===== config.mk =====
export PLATFORM = sky130hd
export DESIGN_NAME = cpu
export DESIGN_NICKNAME = d
export VERILOG_FILES = /design/src/pipe_pkg.sv /design/src/core_pkg.sv /design/src/cpu.sv /design/src/forward.sv /design/src/hazard.sv /design/src/memory.sv /design/src/execute.sv /design/src/decode.sv /design/src/fetch.sv /design/src/regfile.sv
export SDC_FILE = /design/constraint.sdc
export NUM_CORES = 2
export LEC_CHECK = 0
export BUFFER_PORTS_ARGS = -buffer_cell sky130_fd_sc_hd__buf_4
export CAP_MARGIN = 20
export CORE_MARGIN = 2
export CORE_UTILIZATION = 43
export DETAILED_ROUTE_END_ITERATION = 6
export PLACE_DENSITY = 0.67
export SKIP_CTS_REPAIR_TIMING = 1
export SKIP_LAST_GASP = 1
export SYNTH_ARGS = -nofsm -noshare
export SYNTH_HDL_FRONTEND = slang
export SYNTH_HIERARCHICAL = 1
export SYNTH_SLANG_ARGS = --single-unit

===== constraint.sdc =====
create_clock -name clk -period 3.88 [get_ports clk]
set_input_delay 0.388 -clock clk [delete_from_list [all_inputs] [get_ports clk]]
set_output_delay 0.388 -clock clk [all_outputs]
set_load 0.02 [all_outputs]

===== src/pipe_pkg.sv =====
`default_nettype none

package pipe_pkg;

    // operation carried from decode into the ALU.
    typedef enum logic [2:0] {
        ALU_ADD    = 3'd0,  // add, addi and address calc.
        ALU_SUB    = 3'd1,
        ALU_AND    = 3'd2,
        ALU_OR     = 3'd3,
        ALU_XOR    = 3'd4,
        ALU_PASS_B = 3'd5   // lui passes the immediate.
    } alu_op_t;

    // operand source picked in decode.
    typedef enum logic [1:0] {
        FWD_REG = 2'd0,  // register file, incl. its write bypass.
        FWD_EX  = 2'd1,  // ALU output of the op in execute.
        FWD_WB  = 2'd2   // result of the op in memory.
    } fwd_t;

    typedef enum logic {
        WB_ALU = 1'b0,
        WB_MEM = 1'b1    // load data.
    } wb_src_t;

endpackage

`default_nettype wire


===== src/core_pkg.sv =====
`default_nettype none

package core_pkg;

    typedef logic [31:0] word_t;      // data or address word.
    typedef logic [31:0] inst_t;      // raw instruction word.
    typedef logic [4:0]  reg_addr_t;  // register index.
    typedef logic [6:0]  opcode_t;    // major opcode field.
    typedef logic [2:0]  funct3_t;    // minor function field.
    typedef logic [6:0]  funct7_t;    // upper function field.

    // major opcodes of the supported subset.
    localparam opcode_t OP_ALU    = 7'b0110011;  // add, sub, and, or, xor.
    localparam opcode_t OP_ALUI   = 7'b0010011;  // addi only.
    localparam opcode_t OP_LUI    = 7'b0110111;  // upper immediate.
    localparam opcode_t OP_LOAD   = 7'b0000011;  // lw only.
    localparam opcode_t OP_STORE  = 7'b0100011;  // sw only.
    localparam opcode_t OP_BRANCH = 7'b1100011;  // beq and bne.

    localparam funct3_t F3_ADD = 3'b000;  // add, sub, addi.
    localparam funct3_t F3_XOR = 3'b100;
    localparam funct3_t F3_OR  = 3'b110;
    localparam funct3_t F3_AND = 3'b111;
    localparam funct3_t F3_W   = 3'b010;  // word size for lw and sw.
    localparam funct3_t F3_BEQ = 3'b000;
    localparam funct3_t F3_BNE = 3'b001;

    localparam funct7_t F7_BASE = 7'b0000000;  // plain register op.
    localparam funct7_t F7_SUB  = 7'b0100000;  // selects sub over add.

    localparam word_t RESET_BASE = 32'h0000_0000;  // first fetch.
    localparam word_t TRAP_BASE  = 32'h0000_0100;  // illegal instruction handler.

endpackage

`default_nettype wire

===== src/cpu.sv =====
`timescale 1ns/1ps
`default_nettype none

module cpu import core_pkg::*, pipe_pkg::*; (
    input  logic      clk,
    input  logic      reset,
    output word_t     imem_addr,
    input  inst_t     imem_data,
    output word_t     dmem_addr,
    output word_t     dmem_wdata,
    output logic      dmem_we,
    output logic      dmem_re,
    input  word_t     dmem_rdata,
    output logic      retire_valid,
    output reg_addr_t retire_rd,
    output word_t     retire_data
);
    // IF/ID.
    logic      if_valid;
    word_t     if_pc;
    inst_t     if_inst;

    // decode side and control.
    reg_addr_t rs1_addr, rs2_addr;
    word_t     rs1_data, rs2_data;
    fwd_t      rs1_sel, rs2_sel;
    logic      uses_rs2, invalid, bubble;

    // ID/EX.
    logic      id_valid, id_mem_re, id_mem_we, id_is_branch, id_branch_ne;
    word_t     id_pc, id_a, id_b, id_store, id_imm;
    alu_op_t   id_alu_op;
    reg_addr_t id_rd;
    wb_src_t   id_wb_src;

    // execute outputs and EX/MEM.
    word_t     alu_result, branch_target;
    logic      branch_taken;
    logic      ex_valid, ex_rd_en, ex_mem_re, ex_mem_we;
    word_t     ex_result, ex_store;
    reg_addr_t ex_rd;
    wb_src_t   ex_wb_src;
    word_t     wb_data;  // result of the op in memory.

    fetch fetch (.*);

    // the op right ahead forwards straight from the ALU.
    decode decode (.ex_result(alu_result), .*);

    // MEM/WB register is the write port.
    regfile regfile (.rd_en(retire_valid), .rd_addr(retire_rd), .rd_data(retire_data), .*);

    execute execute (.*);

    memory memory (.*);

    hazard hazard (.id_ex_mem_re(id_mem_re), .id_ex_rd(id_rd), .*);

    forward forward (
        .ex_rd_en(id_valid),  // op in execute.
        .ex_rd(id_rd),
        .ex_is_load(id_mem_re),
        .wb_rd_en(ex_rd_en),  // op in memory.
        .wb_rd(ex_rd),
        .*
    );

endmodule

`default_nettype wire


===== src/forward.sv =====
`timescale 1ns/1ps
`default_nettype none

module forward import core_pkg::*, pipe_pkg::*; (
    input  reg_addr_t rs1_addr,
    input  reg_addr_t rs2_addr,
    input  logic      ex_rd_en,
    input  reg_addr_t ex_rd,
    input  logic      ex_is_load,
    input  logic      wb_rd_en,
    input  reg_addr_t wb_rd,
    output fwd_t      rs1_sel,
    output fwd_t      rs2_sel
);
    function automatic fwd_t pick(input reg_addr_t rs);
        if (rs == '0) begin
            return FWD_REG;            // x0 never forwarded.
        end
        if (ex_rd_en && !ex_is_load && ex_rd == rs) begin
            return FWD_EX;             // youngest producer wins.
        end
        if (wb_rd_en && wb_rd == rs) begin
            return FWD_WB;
        end
        return FWD_REG;
    endfunction

    always_comb begin
        rs1_sel = pick(rs1_addr);
        rs2_sel = pick(rs2_addr);
    end

endmodule

`default_nettype wire


===== src/hazard.sv =====
`timescale 1ns/1ps
`default_nettype none

module hazard import core_pkg::*; (
    input  reg_addr_t rs1_addr,
    input  reg_addr_t rs2_addr,
    input  logic      uses_rs2,
    input  logic      id_ex_mem_re,
    input  reg_addr_t id_ex_rd,
    output logic      bubble
);
    logic hit_rs1;
    logic hit_rs2;

    assign hit_rs1 = (id_ex_rd == rs1_addr);
    assign hit_rs2 = uses_rs2 && (id_ex_rd == rs2_addr);

    // load data is one stage late for the op right behind it.
    assign bubble = id_ex_mem_re && (id_ex_rd != '0) && (hit_rs1 || hit_rs2);

endmodule

`default_nettype wire


===== src/memory.sv =====
`timescale 1ns/1ps
`default_nettype none

module memory import core_pkg::*, pipe_pkg::*; (
    input  logic      clk,
    input  logic      reset,
    input  logic      ex_valid,
    input  word_t     ex_result,
    input  word_t     ex_store,
    input  reg_addr_t ex_rd,
    input  logic      ex_rd_en,
    input  wb_src_t   ex_wb_src,
    input  logic      ex_mem_re,
    input  logic      ex_mem_we,
    output word_t     dmem_addr,
    output word_t     dmem_wdata,
    output logic      dmem_we,
    output logic      dmem_re,
    input  word_t     dmem_rdata,
    output word_t     wb_data,
    output logic      retire_valid,
    output reg_addr_t retire_rd,
    output word_t     retire_data
);
    assign dmem_addr  = ex_result;            // ALU computed address.
    assign dmem_wdata = ex_store;
    assign dmem_re    = ex_valid && ex_mem_re;
    assign dmem_we    = ex_valid && ex_mem_we;

    // load data arrives in the same cycle.
    assign wb_data = (ex_wb_src == WB_MEM) ? dmem_rdata : ex_result;

    always_ff @(posedge clk) begin
        if (reset) begin
            retire_valid <= 1'b0;
        end else begin
            retire_valid <= ex_rd_en;          // already clear for x0.
        end
    end

    always_ff @(posedge clk) begin
        retire_rd   <= ex_rd;
        retire_data <= wb_data;
    end

    a_dmem_excl: assert property (@(posedge clk) disable iff (reset)
        !(dmem_we && dmem_re))
        else $error("data memory read and write in one cycle");

endmodule

`default_nettype wire


===== src/execute.sv =====
`timescale 1ns/1ps
`default_nettype none

module execute import core_pkg::*, pipe_pkg::*; (
    input  logic      clk,
    input  logic      reset,
    input  logic      id_valid,
    input  word_t     id_pc,
    input  alu_op_t   id_alu_op,
    input  word_t     id_a,
    input  word_t     id_b,
    input  word_t     id_store,
    input  reg_addr_t id_rd,
    input  wb_src_t   id_wb_src,
    input  logic      id_mem_re,
    input  logic      id_mem_we,
    input  logic      id_is_branch,
    input  logic      id_branch_ne,
    input  word_t     id_imm,
    output word_t     alu_result,
    output logic      branch_taken,
    output word_t     branch_target,
    output logic      ex_valid,
    output word_t     ex_result,
    output word_t     ex_store,
    output reg_addr_t ex_rd,
    output logic      ex_rd_en,
    output wb_src_t   ex_wb_src,
    output logic      ex_mem_re,
    output logic      ex_mem_we
);
    logic equal;

    always_comb begin
        case (id_alu_op)
            ALU_SUB:    alu_result = id_a - id_b;
            ALU_AND:    alu_result = id_a & id_b;
            ALU_OR:     alu_result = id_a | id_b;
            ALU_XOR:    alu_result = id_a ^ id_b;
            ALU_PASS_B: alu_result = id_b;
            default:    alu_result = id_a + id_b;  // add and address calc.
        endcase
    end

    assign equal         = (id_a == id_b);
    assign branch_taken  = id_valid && id_is_branch && (equal ^ id_branch_ne);
    assign branch_target = id_pc + id_imm;   // pc-relative.

    always_ff @(posedge clk) begin
        if (reset) begin
            ex_valid  <= 1'b0;
            ex_rd_en  <= 1'b0;
            ex_mem_re <= 1'b0;
            ex_mem_we <= 1'b0;
        end else begin
            ex_valid  <= id_valid;
            ex_rd_en  <= id_valid && (id_rd != '0);  // x0 never retires.
            ex_mem_re <= id_valid && id_mem_re;
            ex_mem_we <= id_valid && id_mem_we;
        end
    end

    always_ff @(posedge clk) begin
        if (id_valid) begin
            ex_result <= alu_result;
            ex_store  <= id_store;
            ex_rd     <= id_rd;
            ex_wb_src <= id_wb_src;
        end
    end

    // taken branch squashes the slot behind it.
    a_branch_flush: assert property (@(posedge clk) disable iff (reset)
        branch_taken |=> !id_valid)
        else $error("slot after taken branch not flushed");

endmodule

`default_nettype wire


===== src/decode.sv =====
`timescale 1ns/1ps
`default_nettype none

module decode import core_pkg::*, pipe_pkg::*; (
    input  logic      clk,
    input  logic      reset,
    input  logic      if_valid,
    input  word_t     if_pc,
    input  inst_t     if_inst,
    input  logic      branch_taken,
    input  logic      bubble,
    input  fwd_t      rs1_sel,
    input  fwd_t      rs2_sel,
    input  word_t     ex_result,
    input  word_t     wb_data,
    input  word_t     rs1_data,
    input  word_t     rs2_data,
    output reg_addr_t rs1_addr,
    output reg_addr_t rs2_addr,
    output logic      uses_rs2,
    output logic      invalid,
    output logic      id_valid,
    output word_t     id_pc,
    output alu_op_t   id_alu_op,
    output word_t     id_a,
    output word_t     id_b,
    output word_t     id_store,
    output reg_addr_t id_rd,
    output wb_src_t   id_wb_src,
    output logic      id_mem_re,
    output logic      id_mem_we,
    output logic      id_is_branch,
    output logic      id_branch_ne,
    output word_t     id_imm
);
    opcode_t opcode;
    funct3_t funct3;
    funct7_t funct7;
    word_t   imm_i, imm_s, imm_b, imm_u, imm;
    word_t   rs1_val, rs2_val;
    alu_op_t alu_op;
    wb_src_t wb_src;
    logic    legal, need_rs2, use_imm, writes_rd, mem_re, mem_we, is_branch;
    logic    kill;

    assign opcode = if_inst[6:0];
    assign funct3 = if_inst[14:12];
    assign funct7 = if_inst[31:25];

    assign imm_i = {{20{if_inst[31]}}, if_inst[31:20]};
    assign imm_s = {{20{if_inst[31]}}, if_inst[31:25], if_inst[11:7]};
    assign imm_b = {{19{if_inst[31]}}, if_inst[31], if_inst[7], if_inst[30:25],
                    if_inst[11:8], 1'b0};
    assign imm_u = {if_inst[31:12], 12'h000};

    always_comb begin
        legal     = 1'b0;       // anything unlisted traps.
        need_rs2  = 1'b0;
        use_imm   = 1'b1;
        writes_rd = 1'b0;
        mem_re    = 1'b0;
        mem_we    = 1'b0;
        is_branch = 1'b0;
        alu_op    = ALU_ADD;
        wb_src    = WB_ALU;
        imm       = imm_i;
        case (opcode)
            OP_ALU: begin
                need_rs2  = 1'b1;
                use_imm   = 1'b0;
                writes_rd = 1'b1;
                legal     = (funct7 == F7_BASE) || (funct7 == F7_SUB && funct3 == F3_ADD);
                case (funct3)
                    F3_ADD:  alu_op = (funct7 == F7_SUB) ? ALU_SUB : ALU_ADD;
                    F3_XOR:  alu_op = ALU_XOR;
                    F3_OR:   alu_op = ALU_OR;
                    F3_AND:  alu_op = ALU_AND;
                    default: legal  = 1'b0;
                endcase
            end
            OP_ALUI: begin
                writes_rd = 1'b1;
                legal     = (funct3 == F3_ADD);  // addi only.
            end
            OP_LUI: begin
                writes_rd = 1'b1;
                alu_op    = ALU_PASS_B;
                imm       = imm_u;
                legal     = 1'b1;
            end
            OP_LOAD: begin
                writes_rd = 1'b1;
                mem_re    = 1'b1;
                wb_src    = WB_MEM;
                legal     = (funct3 == F3_W);
            end
            OP_STORE: begin
                need_rs2 = 1'b1;       // store data.
                mem_we   = 1'b1;
                imm      = imm_s;
                legal    = (funct3 == F3_W);
            end
            OP_BRANCH: begin
                need_rs2  = 1'b1;
                use_imm   = 1'b0;      // compare rs1 with rs2.
                is_branch = 1'b1;
                imm       = imm_b;
                legal     = (funct3 == F3_BEQ) || (funct3 == F3_BNE);
            end
            default: legal = 1'b0;
        endcase
    end

    // empty slots read x0 so they never stall or forward.
    assign rs1_addr = if_valid ? if_inst[19:15] : '0;
    assign rs2_addr = if_inst[24:20];
    assign uses_rs2 = if_valid && need_rs2;

    // a slot behind a taken branch is dead and cannot trap.
    assign invalid = if_valid && !legal && !branch_taken;
    assign kill    = branch_taken || bubble || !if_valid || !legal;

    function automatic word_t pick(input fwd_t sel, input word_t rf, input word_t ex,
                                   input word_t wb);
        case (sel)
            FWD_EX:  return ex;
            FWD_WB:  return wb;
            default: return rf;
        endcase
    endfunction

    assign rs1_val = pick(rs1_sel, rs1_data, ex_result, wb_data);
    assign rs2_val = pick(rs2_sel, rs2_data, ex_result, wb_data);

    always_ff @(posedge clk) begin
        if (reset || kill) begin
            id_valid     <= 1'b0;  // bubble or flushed slot.
            id_mem_re    <= 1'b0;
            id_mem_we    <= 1'b0;
            id_is_branch <= 1'b0;
        end else begin
            id_valid     <= 1'b1;
            id_mem_re    <= mem_re;
            id_mem_we    <= mem_we;
            id_is_branch <= is_branch;
        end
    end

    always_ff @(posedge clk) begin
        id_pc        <= if_pc;
        id_alu_op    <= alu_op;
        id_a         <= rs1_val;
        id_b         <= use_imm ? imm : rs2_val;
        id_store     <= rs2_val;
        id_rd        <= writes_rd ? if_inst[11:7] : '0;  // x0 means no write.
        id_wb_src    <= wb_src;
        id_branch_ne <= funct3[0];
        id_imm       <= imm;
    end

    // forward selects settle before the operand is used.
    a_sel_known: assert property (@(posedge clk) disable iff (reset)
        if_valid |-> !$isunknown({rs1_sel, rs2_sel}))
        else $error("operand select unknown in decode");

endmodule

`default_nettype wire


===== src/fetch.sv =====
`timescale 1ns/1ps
`default_nettype none

module fetch import core_pkg::*; (
    input  logic  clk,
    input  logic  reset,
    input  logic  bubble,
    input  logic  invalid,
    input  logic  branch_taken,
    input  word_t branch_target,
    output word_t imem_addr,
    input  inst_t imem_data,
    output logic  if_valid,
    output word_t if_pc,
    output inst_t if_inst
);
    word_t pc;
    logic  flush;

    assign imem_addr = pc;                       // read in the same cycle.
    assign flush     = invalid || branch_taken;  // squash the slot being fetched.

    always_ff @(posedge clk) begin
        if (reset) begin
            pc <= RESET_BASE;
        end else if (invalid) begin
            pc <= TRAP_BASE;           // trap wins over everything.
        end else if (branch_taken) begin
            pc <= branch_target;
        end else if (!bubble) begin
            pc <= pc + 32'd4;          // held on load-use stall.
        end
    end

    always_ff @(posedge clk) begin
        if (reset || flush) begin
            if_valid <= 1'b0;
        end else if (!bubble) begin
            if_valid <= 1'b1;
        end
    end

    always_ff @(posedge clk) begin
        if (!bubble) begin
            if_pc   <= pc;
            if_inst <= imem_data;
        end
    end

    // redirect targets must stay word aligned.
    a_pc_aligned: assert property (@(posedge clk) disable iff (reset)
        imem_addr[1:0] == 2'b00)
        else $error("fetch address not word aligned");

endmodule

`default_nettype wire


===== src/regfile.sv =====
`timescale 1ns/1ps
`default_nettype none

module regfile import core_pkg::*; (
    input  logic      clk,
    input  reg_addr_t rs1_addr,
    input  reg_addr_t rs2_addr,
    output word_t     rs1_data,
    output word_t     rs2_data,
    input  logic      rd_en,
    input  reg_addr_t rd_addr,
    input  word_t     rd_data
);
    word_t regs [32];

    always_ff @(posedge clk) begin
        if (rd_en && rd_addr != '0) begin
            regs[rd_addr] <= rd_data;
        end
    end

    function automatic word_t read_port(input reg_addr_t addr);
        if (addr == '0) begin
            return '0;                 // x0 hardwired.
        end
        if (rd_en && rd_addr == addr) begin
            return rd_data;            // write lands in the same cycle.
        end
        return regs[addr];
    endfunction

    always_comb begin
        rs1_data = read_port(rs1_addr);
        rs2_data = read_port(rs2_addr);
    end

endmodule

`default_nettype wire


Word-level counts from Yosys, hierarchy flattened
Memory sizes are Yosys's and may differ from the RTL's. A register that Yosys moved wholly into a read port is not among the register bits.
Index checks and enable logic that the tools add are counted.
{"block": "totals", "out_inout_bits": 136, "ramBits": 1024, "register_bits": 383, "n_memories": 1, "input_bits": 66}
{"block": "op_classes", "n_reduce_logical": 47, "eq_ne": 30, "muxes": 60, "n_bitwise": 4, "n_addsub": 4}
{"name": "regfile.regs", "words": 32, "word_bits": 32, "read_ports": 2, "rd_clocked_by_memory_dff": 1, "write_ports": 1, "line": "regfile.sv:14", "rtl": "word_t regs [32];"}
{"op": "32-bit two-way mux", "count": 12}
{"op": "32-bit one-hot mux with 5 select lines", "count": 1}
{"op": "32-bit one-hot mux with 2 select lines", "count": 2}
{"op": "31-bit one-hot mux with 3 select lines", "count": 1}
{"op": "32-bit adder", "count": 2}
{"op": "32-bit by 3-bit adder with 32-bit output, second input constant", "count": 1}
{"op": "32-bit AND", "count": 1}
{"op": "32-bit == test", "count": 1}
{"op": "32-bit OR", "count": 1}
{"op": "32-bit subtractor", "count": 1}
{"op": "32-bit bitwise XOR", "count": 1}
{"op": "5-bit == test", "count": 6}
{"op": "7-bit by 6-bit == test with 1-bit output, second input constant", "count": 4}
{"op": "1-bit two-way mux", "count": 26}
{"op": "2-bit two-way mux", "count": 12}
{"op": "1-bit logical AND", "count": 22}
{"op": "3-bit == test, second input constant", "count": 5}
{"op": "3-bit one-hot mux with 4 select lines", "count": 1}
{"op": "5-bit zero test", "count": 2}
{"op": "5-bit two-way mux", "count": 2}
{"op": "5-bit nonzero test", "count": 2}
{"op": "3-bit by 2-bit == test with 1-bit output, second input constant", "count": 3}
{"op": "1-bit logical OR", "count": 9}
{"op": "9-bit two-way mux", "count": 1}
{"op": "17 further kinds", "count": 26}

Longest topological paths before layout
{"block": "logic_depth", "word_depth": 13, "ltp_mapped": 16, "ltp_nobuf": 16}

By module
The synthesis kept the hierarchy.
{"mod": "regfile", "seq_area_each_um2": 30749.5, "area_per_inst_um2": 47718.3, "cells_each": 2542, "instances": 1}
{"mod": "execute", "seq_area_each_um2": 2182.1, "area_per_inst_um2": 9610.5, "cells_each": 1204, "instances": 1}
{"mod": "decode", "seq_area_each_um2": 3483.3, "area_per_inst_um2": 5778.0, "cells_each": 540, "instances": 1}
{"mod": "fetch", "seq_area_each_um2": 2582.5, "area_per_inst_um2": 3718.6, "cells_each": 282, "instances": 1}
{"mod": "memory", "seq_area_each_um2": 760.7, "area_per_inst_um2": 1804.2, "cells_each": 141, "instances": 1}
{"mod": "forward", "seq_area_each_um2": 0.0, "area_per_inst_um2": 284.0, "cells_each": 37, "instances": 1}
{"mod": "hazard", "seq_area_each_um2": 0.0, "area_per_inst_um2": 132.6, "cells_each": 17, "instances": 1}

Worst setup path after synthesis
Ideal clock, no wire load.
{"block": "synth_timing", "path_kind": "register to register", "from": "reg decode.id_valid", "to": "reg decode.id_b[6]", "required_time_ns": 3.757, "setup_ns": 0.123, "arrival_time_ns": 3.730, "path_buffers": 2, "period_less_slack_ns": 3.854, "path_stages_with_launch": 9, "slack_ns": 0.026, "cell_sequence": "dfxtp_1 > nand2b_1 > nor4_1 > inv_1 > ha_1 > clkbuf_1 > clkbuf_1 > o21ai_0 > mux2_1"}
{"block": "synth_via", "elab_chain_len": 10}
{"element": "start: declaration", "line": "decode.sv:22", "rtl": "output logic id_valid,"}
{"element": "start signal: assignment", "line": "decode.sv:137", "rtl": "id_valid <= 1'b0;"}
{"element": "start signal: assignment", "line": "decode.sv:142", "rtl": "id_valid <= 1'b1;"}
{"element": "1-bit logical AND (*) (2 in a row)", "line": "forward.sv:19", "rtl": "if (ex_rd_en && !ex_is_load && ex_rd == rs) begin"}
{"element": "2-bit two-way mux", "line": "forward.sv:19"}
{"element": "2-bit two-way mux", "line": "forward.sv:22", "rtl": "if (wb_rd_en && wb_rd == rs) begin"}
{"element": "2-bit two-way mux", "line": "forward.sv:25", "rtl": "return FWD_REG;"}
{"element": "2-bit two-way mux (*)", "line": "forward.sv:22"}
{"element": "2-bit two-way mux (*)", "line": "forward.sv:19"}
{"element": "via rs2_sel[0]", "line": "cpu.sv:26", "rtl": "fwd_t rs1_sel, rs2_sel;"}
{"element": "2-bit == test or 2-bit by 1-bit == test with 1-bit output (tied branches)", "line": "decode.sv:125", "rtl": "case (sel)"}
{"element": "32-bit one-hot mux with 2 select lines (*)", "line": "decode.sv:125"}
{"element": "via decode.rs2_val[6]", "line": "decode.sv:40", "rtl": "word_t rs1_val, rs2_val;"}
{"element": "32-bit two-way mux (*)", "line": "decode.sv:153", "rtl": "id_b <= use_imm ? imm : rs2_val;"}
{"element": "end signal: assignment", "line": "decode.sv:153"}
{"element": "end: declaration", "line": "decode.sv:26", "rtl": "output word_t id_b,"}
The timed path passes the listed nets; every way through them passes the cells marked *. The select of a mux whose other input is x is not followed.
A chain may end at the register's enable or synchronous reset.

Final worst setup path
{"block": "layout_timing", "from": "reg decode.id_b[0]", "to": "reg decode.id_b[28]"}
{"block": "layout_via", "elab_chain_len": 4}
{"element": "32-bit adder or 32-bit subtractor (tied branches)", "line": "execute.sv:41, execute.sv:36"}
{"element": "32-bit one-hot mux with 5 select lines (*)", "line": "execute.sv:35", "rtl": "case (id_alu_op)"}
{"element": "via alu_result[28]", "line": "cpu.sv:37", "rtl": "word_t alu_result, branch_target;"}
{"element": "32-bit one-hot mux with 2 select lines (*)", "line": "decode.sv:125"}
{"element": "via decode.rs2_val[28]", "line": "decode.sv:40"}
{"element": "32-bit two-way mux (*)", "line": "decode.sv:153"}
The timed path passes the listed nets; every way through them passes the cells marked *.

==> impl_metrics.csv <==
group,metric,value,unit
routing,wl_per_cell,32.4,um
pwr,p_seq_share,46.3,%
synthesis,synth_fa_ha_area_share,2.46,%
worst_setup_path,critPathKind,"reg -> reg",
sta,worst_clock_skew,27.6,ps
worst_setup_path,r2r_cells,16,
global_route,grt_pass1_vias,46664,
clocking,clk_pin_slew,60,ps
synthesis,synth_xor_area_share,1.51,%
sta,worst_hold_slack,302,ps
layout,regMostFlops,"regfile/regs",
synthesis,ys_seq_elements,1407,
worst_setup_path,cpMostUsedCell,"a21oi_1",
clocking,cts-root-buf,"clkbuf_16",
sta,hold_violations,0,
layout,area_growth,17.0,%
pwr,ir_worst_vdd,0.348,mV
worst_hold_path,hold_class,"in -> reg",
clocking,clock_latency,810,ps
floorplanning,start_util,43.1,%
sta,slew_viol_final,0,
sta,fin_crit_sh,96.7,%
synthesis,yosys.area_share.simple,5.13,%
sta,rsz0062_at_grt,"true",
sta,setup_ws,128,ps
layout,final_common_cell,"edfxtp_1",
pwr,clkPwrFrac,40.4,%
worst_setup_path,start_kind,"flip-flop",
worst_setup_path,path_buf_inv,2,
synthesis,synth_async_sr_flop_share,0,%
clocking,cts_buffers,150,
placement,placed_cells,7053,
synthesis,yosys_warnings,6,
placement,port_buffers,201,
worst_setup_path,worstPathArrival,4450,ps
synthesis,ys.flop_type,"edfxtp_1",
run_status,status,"finished clean",
sta,fmax,267,MHz
sta,tightest_slew,1170,ps
global_route,grt_overflow,0,
global_route,grt_max_degree,82,
placement,dp.final_hpwl,158000,um
routing,final_antenna_net_count,0,
synthesis,synth.distinct_cells,106,
layout,drive_gt1_share,26.5,%
layout,final_cell_mix,"edfxtp_1, buf_4, mux4_2",
synthesis,syn_avg_cell_area,14.5,um^2
pwr,power_frac_comb,13.2,%
layout,final_nets,5387,
global_route,grt_pass1_wl,336000,um
worst_setup_path,crit_path_top_delay_cell,"fa_1",
routing,avgViaCountPerCell,6.51,
clocking,htree_levels,4,
routing,wl,240000,um
routing,num_vias,48155,
placement,placed_area,74900,um^2
synthesis,syn_area,69000,um^2
worst_setup_path,slowest_delay,410,ps
job,maxCapViolCount,0,
sta,finalSetupViolations,0,
worst_setup_path,crit_fanout,4,
pwr,total_power,35.9,mW
sta,setup_tns,0,ps
pwr,cell_internal_pwr,26.7,mW
global_route,antenna_found_initial,11,
layout,layout.cells.non_filler,7392,
layout,final_area,80800,um^2
synthesis,synth_edf_count,1158,
pwr,p_sw,9.18,mW
synthesis,synth_compound_area_share,11.1,%
synthesis,ys_seq_area_share,57.6,%
placement,place_congestion,0.948,
clocking,clk_path_buf_depth,3,
floorplanning,die_area,164000,um^2
worst_setup_path,crit_chain,"ha_1, inv_1, fa_1, nor2b_1, o21a_1, o311a_4, o31ai_4, a21oi_1, o2111ai_2, a21oi_1, o211ai_1, o311ai_1, buf_4, a22oi_1, o21ai_1, mux2_2",
placement,preCtsSetupSlack,-67.2,ps
worst_hold_path,hold_depth,2,
floorplanning,rows,147,
floorplanning,top_level_ports,202,
worst_setup_path,setup.worst_path.end_class,"flip-flop",
routing,dr.pass1.iters,7,
pwr,powerDensity,445,nW/um^2
pwr,swShare,25.5,%
sta,relSlewSlack,21.6,%
layout,finish.utilization,50.5,%
sta,post-route-min-period,3750,ps
worst_setup_path,cp_top_family,"compound AO/OA/AOI/OAI gates",
global_route,grt_use_total,28.7,%
worst_setup_path,crit_cells,16,
synthesis,synth_top_family_by_area,"multiplexers",
pwr,cellLeakagePower,28.2,nW
layout,largest_register_ff_count,1024,
floorplanning,die_h,405,um
synthesis,yosys-mux-area-fraction,18.5,%
floorplanning,fp.dieW,405,um
worst_setup_path,worstPathRequired,4580,ps
clocking,clock-sinks,1407,
routing,drc,0,
synthesis,netlist_instances,4763,
routing,drt_iter0_markers,6126,
clocking,cts_tree,"done",
floorplanning,core_area,160000,um^2
[worst paths after layout]
check | from | to | slack (ps)
worst max-delay path | decode/id_b[0]$_DFF_P_ | decode/id_b[28]$_DFF_P_ | 130
worst min-delay path | imem_data[30] | fetch/if_inst[30]$_DFFE_PN_ | 300
worst max register to register | decode/id_b[0]$_DFF_P_ | decode/id_b[28]$_DFF_P_ | 130
worst min register to register | fetch/if_pc[4]$_DFFE_PN_ | decode/id_pc[4]$_DFF_P_ | 330
[metal layers]
metal	vias up	routed length, um	global-route usage [%]
met1	24643	87300	36.3
met2	3006	111000	45.3
met5	-	62	0
met4	10	13500	14.2
met3	654	28100	8.10
li1	19842	-	-
[cells by family after synthesis]
group	Yosys count
fa+ha+maj	134
compound gates	1098
xor+xnor	119
flops	1407
other cells	1
buf+inv	518
simple gates	730
mux	756
[worst reg2reg max path, stage by stage, from the launching register on]
cell and delay, ps:
dfxtp_1 380, ha_1 200, inv_1 60, fa_1 410, nor2b_1 170, o21a_1 210
o311a_4 410, o31ai_4 280, a21oi_1 150, o2111ai_2 240, a21oi_1 110, o211ai_1 190
o311ai_1 150, buf_4 170, a22oi_1 160, o21ai_1 100, mux2_2 260
[synth_stat cells (26+ instances only)]
| library cell | n | area share (%) |
|---|---|---|
| edfxtp_1 | 1158 | 50 |
| mux4_2 | 396 | 13 |
| mux2i_1 | 275 | 4.0 |
| dfxtp_1 | 249 | 7.2 |
| nand2_1 | 228 | 1.2 |
| a22oi_1 | 204 | 2.2 |
| nor2_1 | 199 | 1.1 |
| a21oi_1 | 194 | 1.4 |
| o21ai_0 | 193 | 1.4 |
| clkbuf_1 | 175 | 0.95 |
| ha_1 | 131 | 2.4 |
| inv_1 | 130 | 0.71 |
| buf_4 | 104 | 1.1 |
| xnor2_1 | 90 | 1.1 |
| buf_2 | 73 | 0.53 |
| o22ai_1 | 66 | 0.60 |
| nor3_1 | 57 | 0.41 |
| a211oi_1 | 54 | 0.59 |
| mux2_2 | 54 | 0.88 |
| nand3_1 | 54 | 0.39 |
| a21o_1 | 50 | 0.54 |
| a22o_1 | 41 | 0.52 |
| o221ai_1 | 40 | 0.51 |
| mux2_4 | 30 | 0.65 |
| a32o_1 | 29 | 0.42 |
| and2_1 | 29 | 0.26 |
| xor2_1 | 29 | 0.37 |
| o211ai_1 | 26 | 0.28 |
[power by group through the flow]
stage	registers (mW)	logic (mW)	clock network (mW)
2_1_floorplan	16.9	2.70	0
3_3_place_gp	17.0	4.49	0
3_5_place_dp	17.0	4.50	0
4_1_cts	16.6	4.52	14.7
5_1_grt	16.6	5.02	15.2
6_report	16.6	4.76	14.5
[layout make-up]
class / count / area (um^2)
flip-flops and latches: 1407 / 39800
clock inverters: 83 / 857
multi-input cells: 2869 / 27300
diodes: 1 / 2.50
fillers: 13353 / 79300
inverters: 132 / 495
repair buffers: 627 / 5600
well taps: 2086 / 2610
clock buffers: 187 / 4090
(Power assumes the default switching activity.)
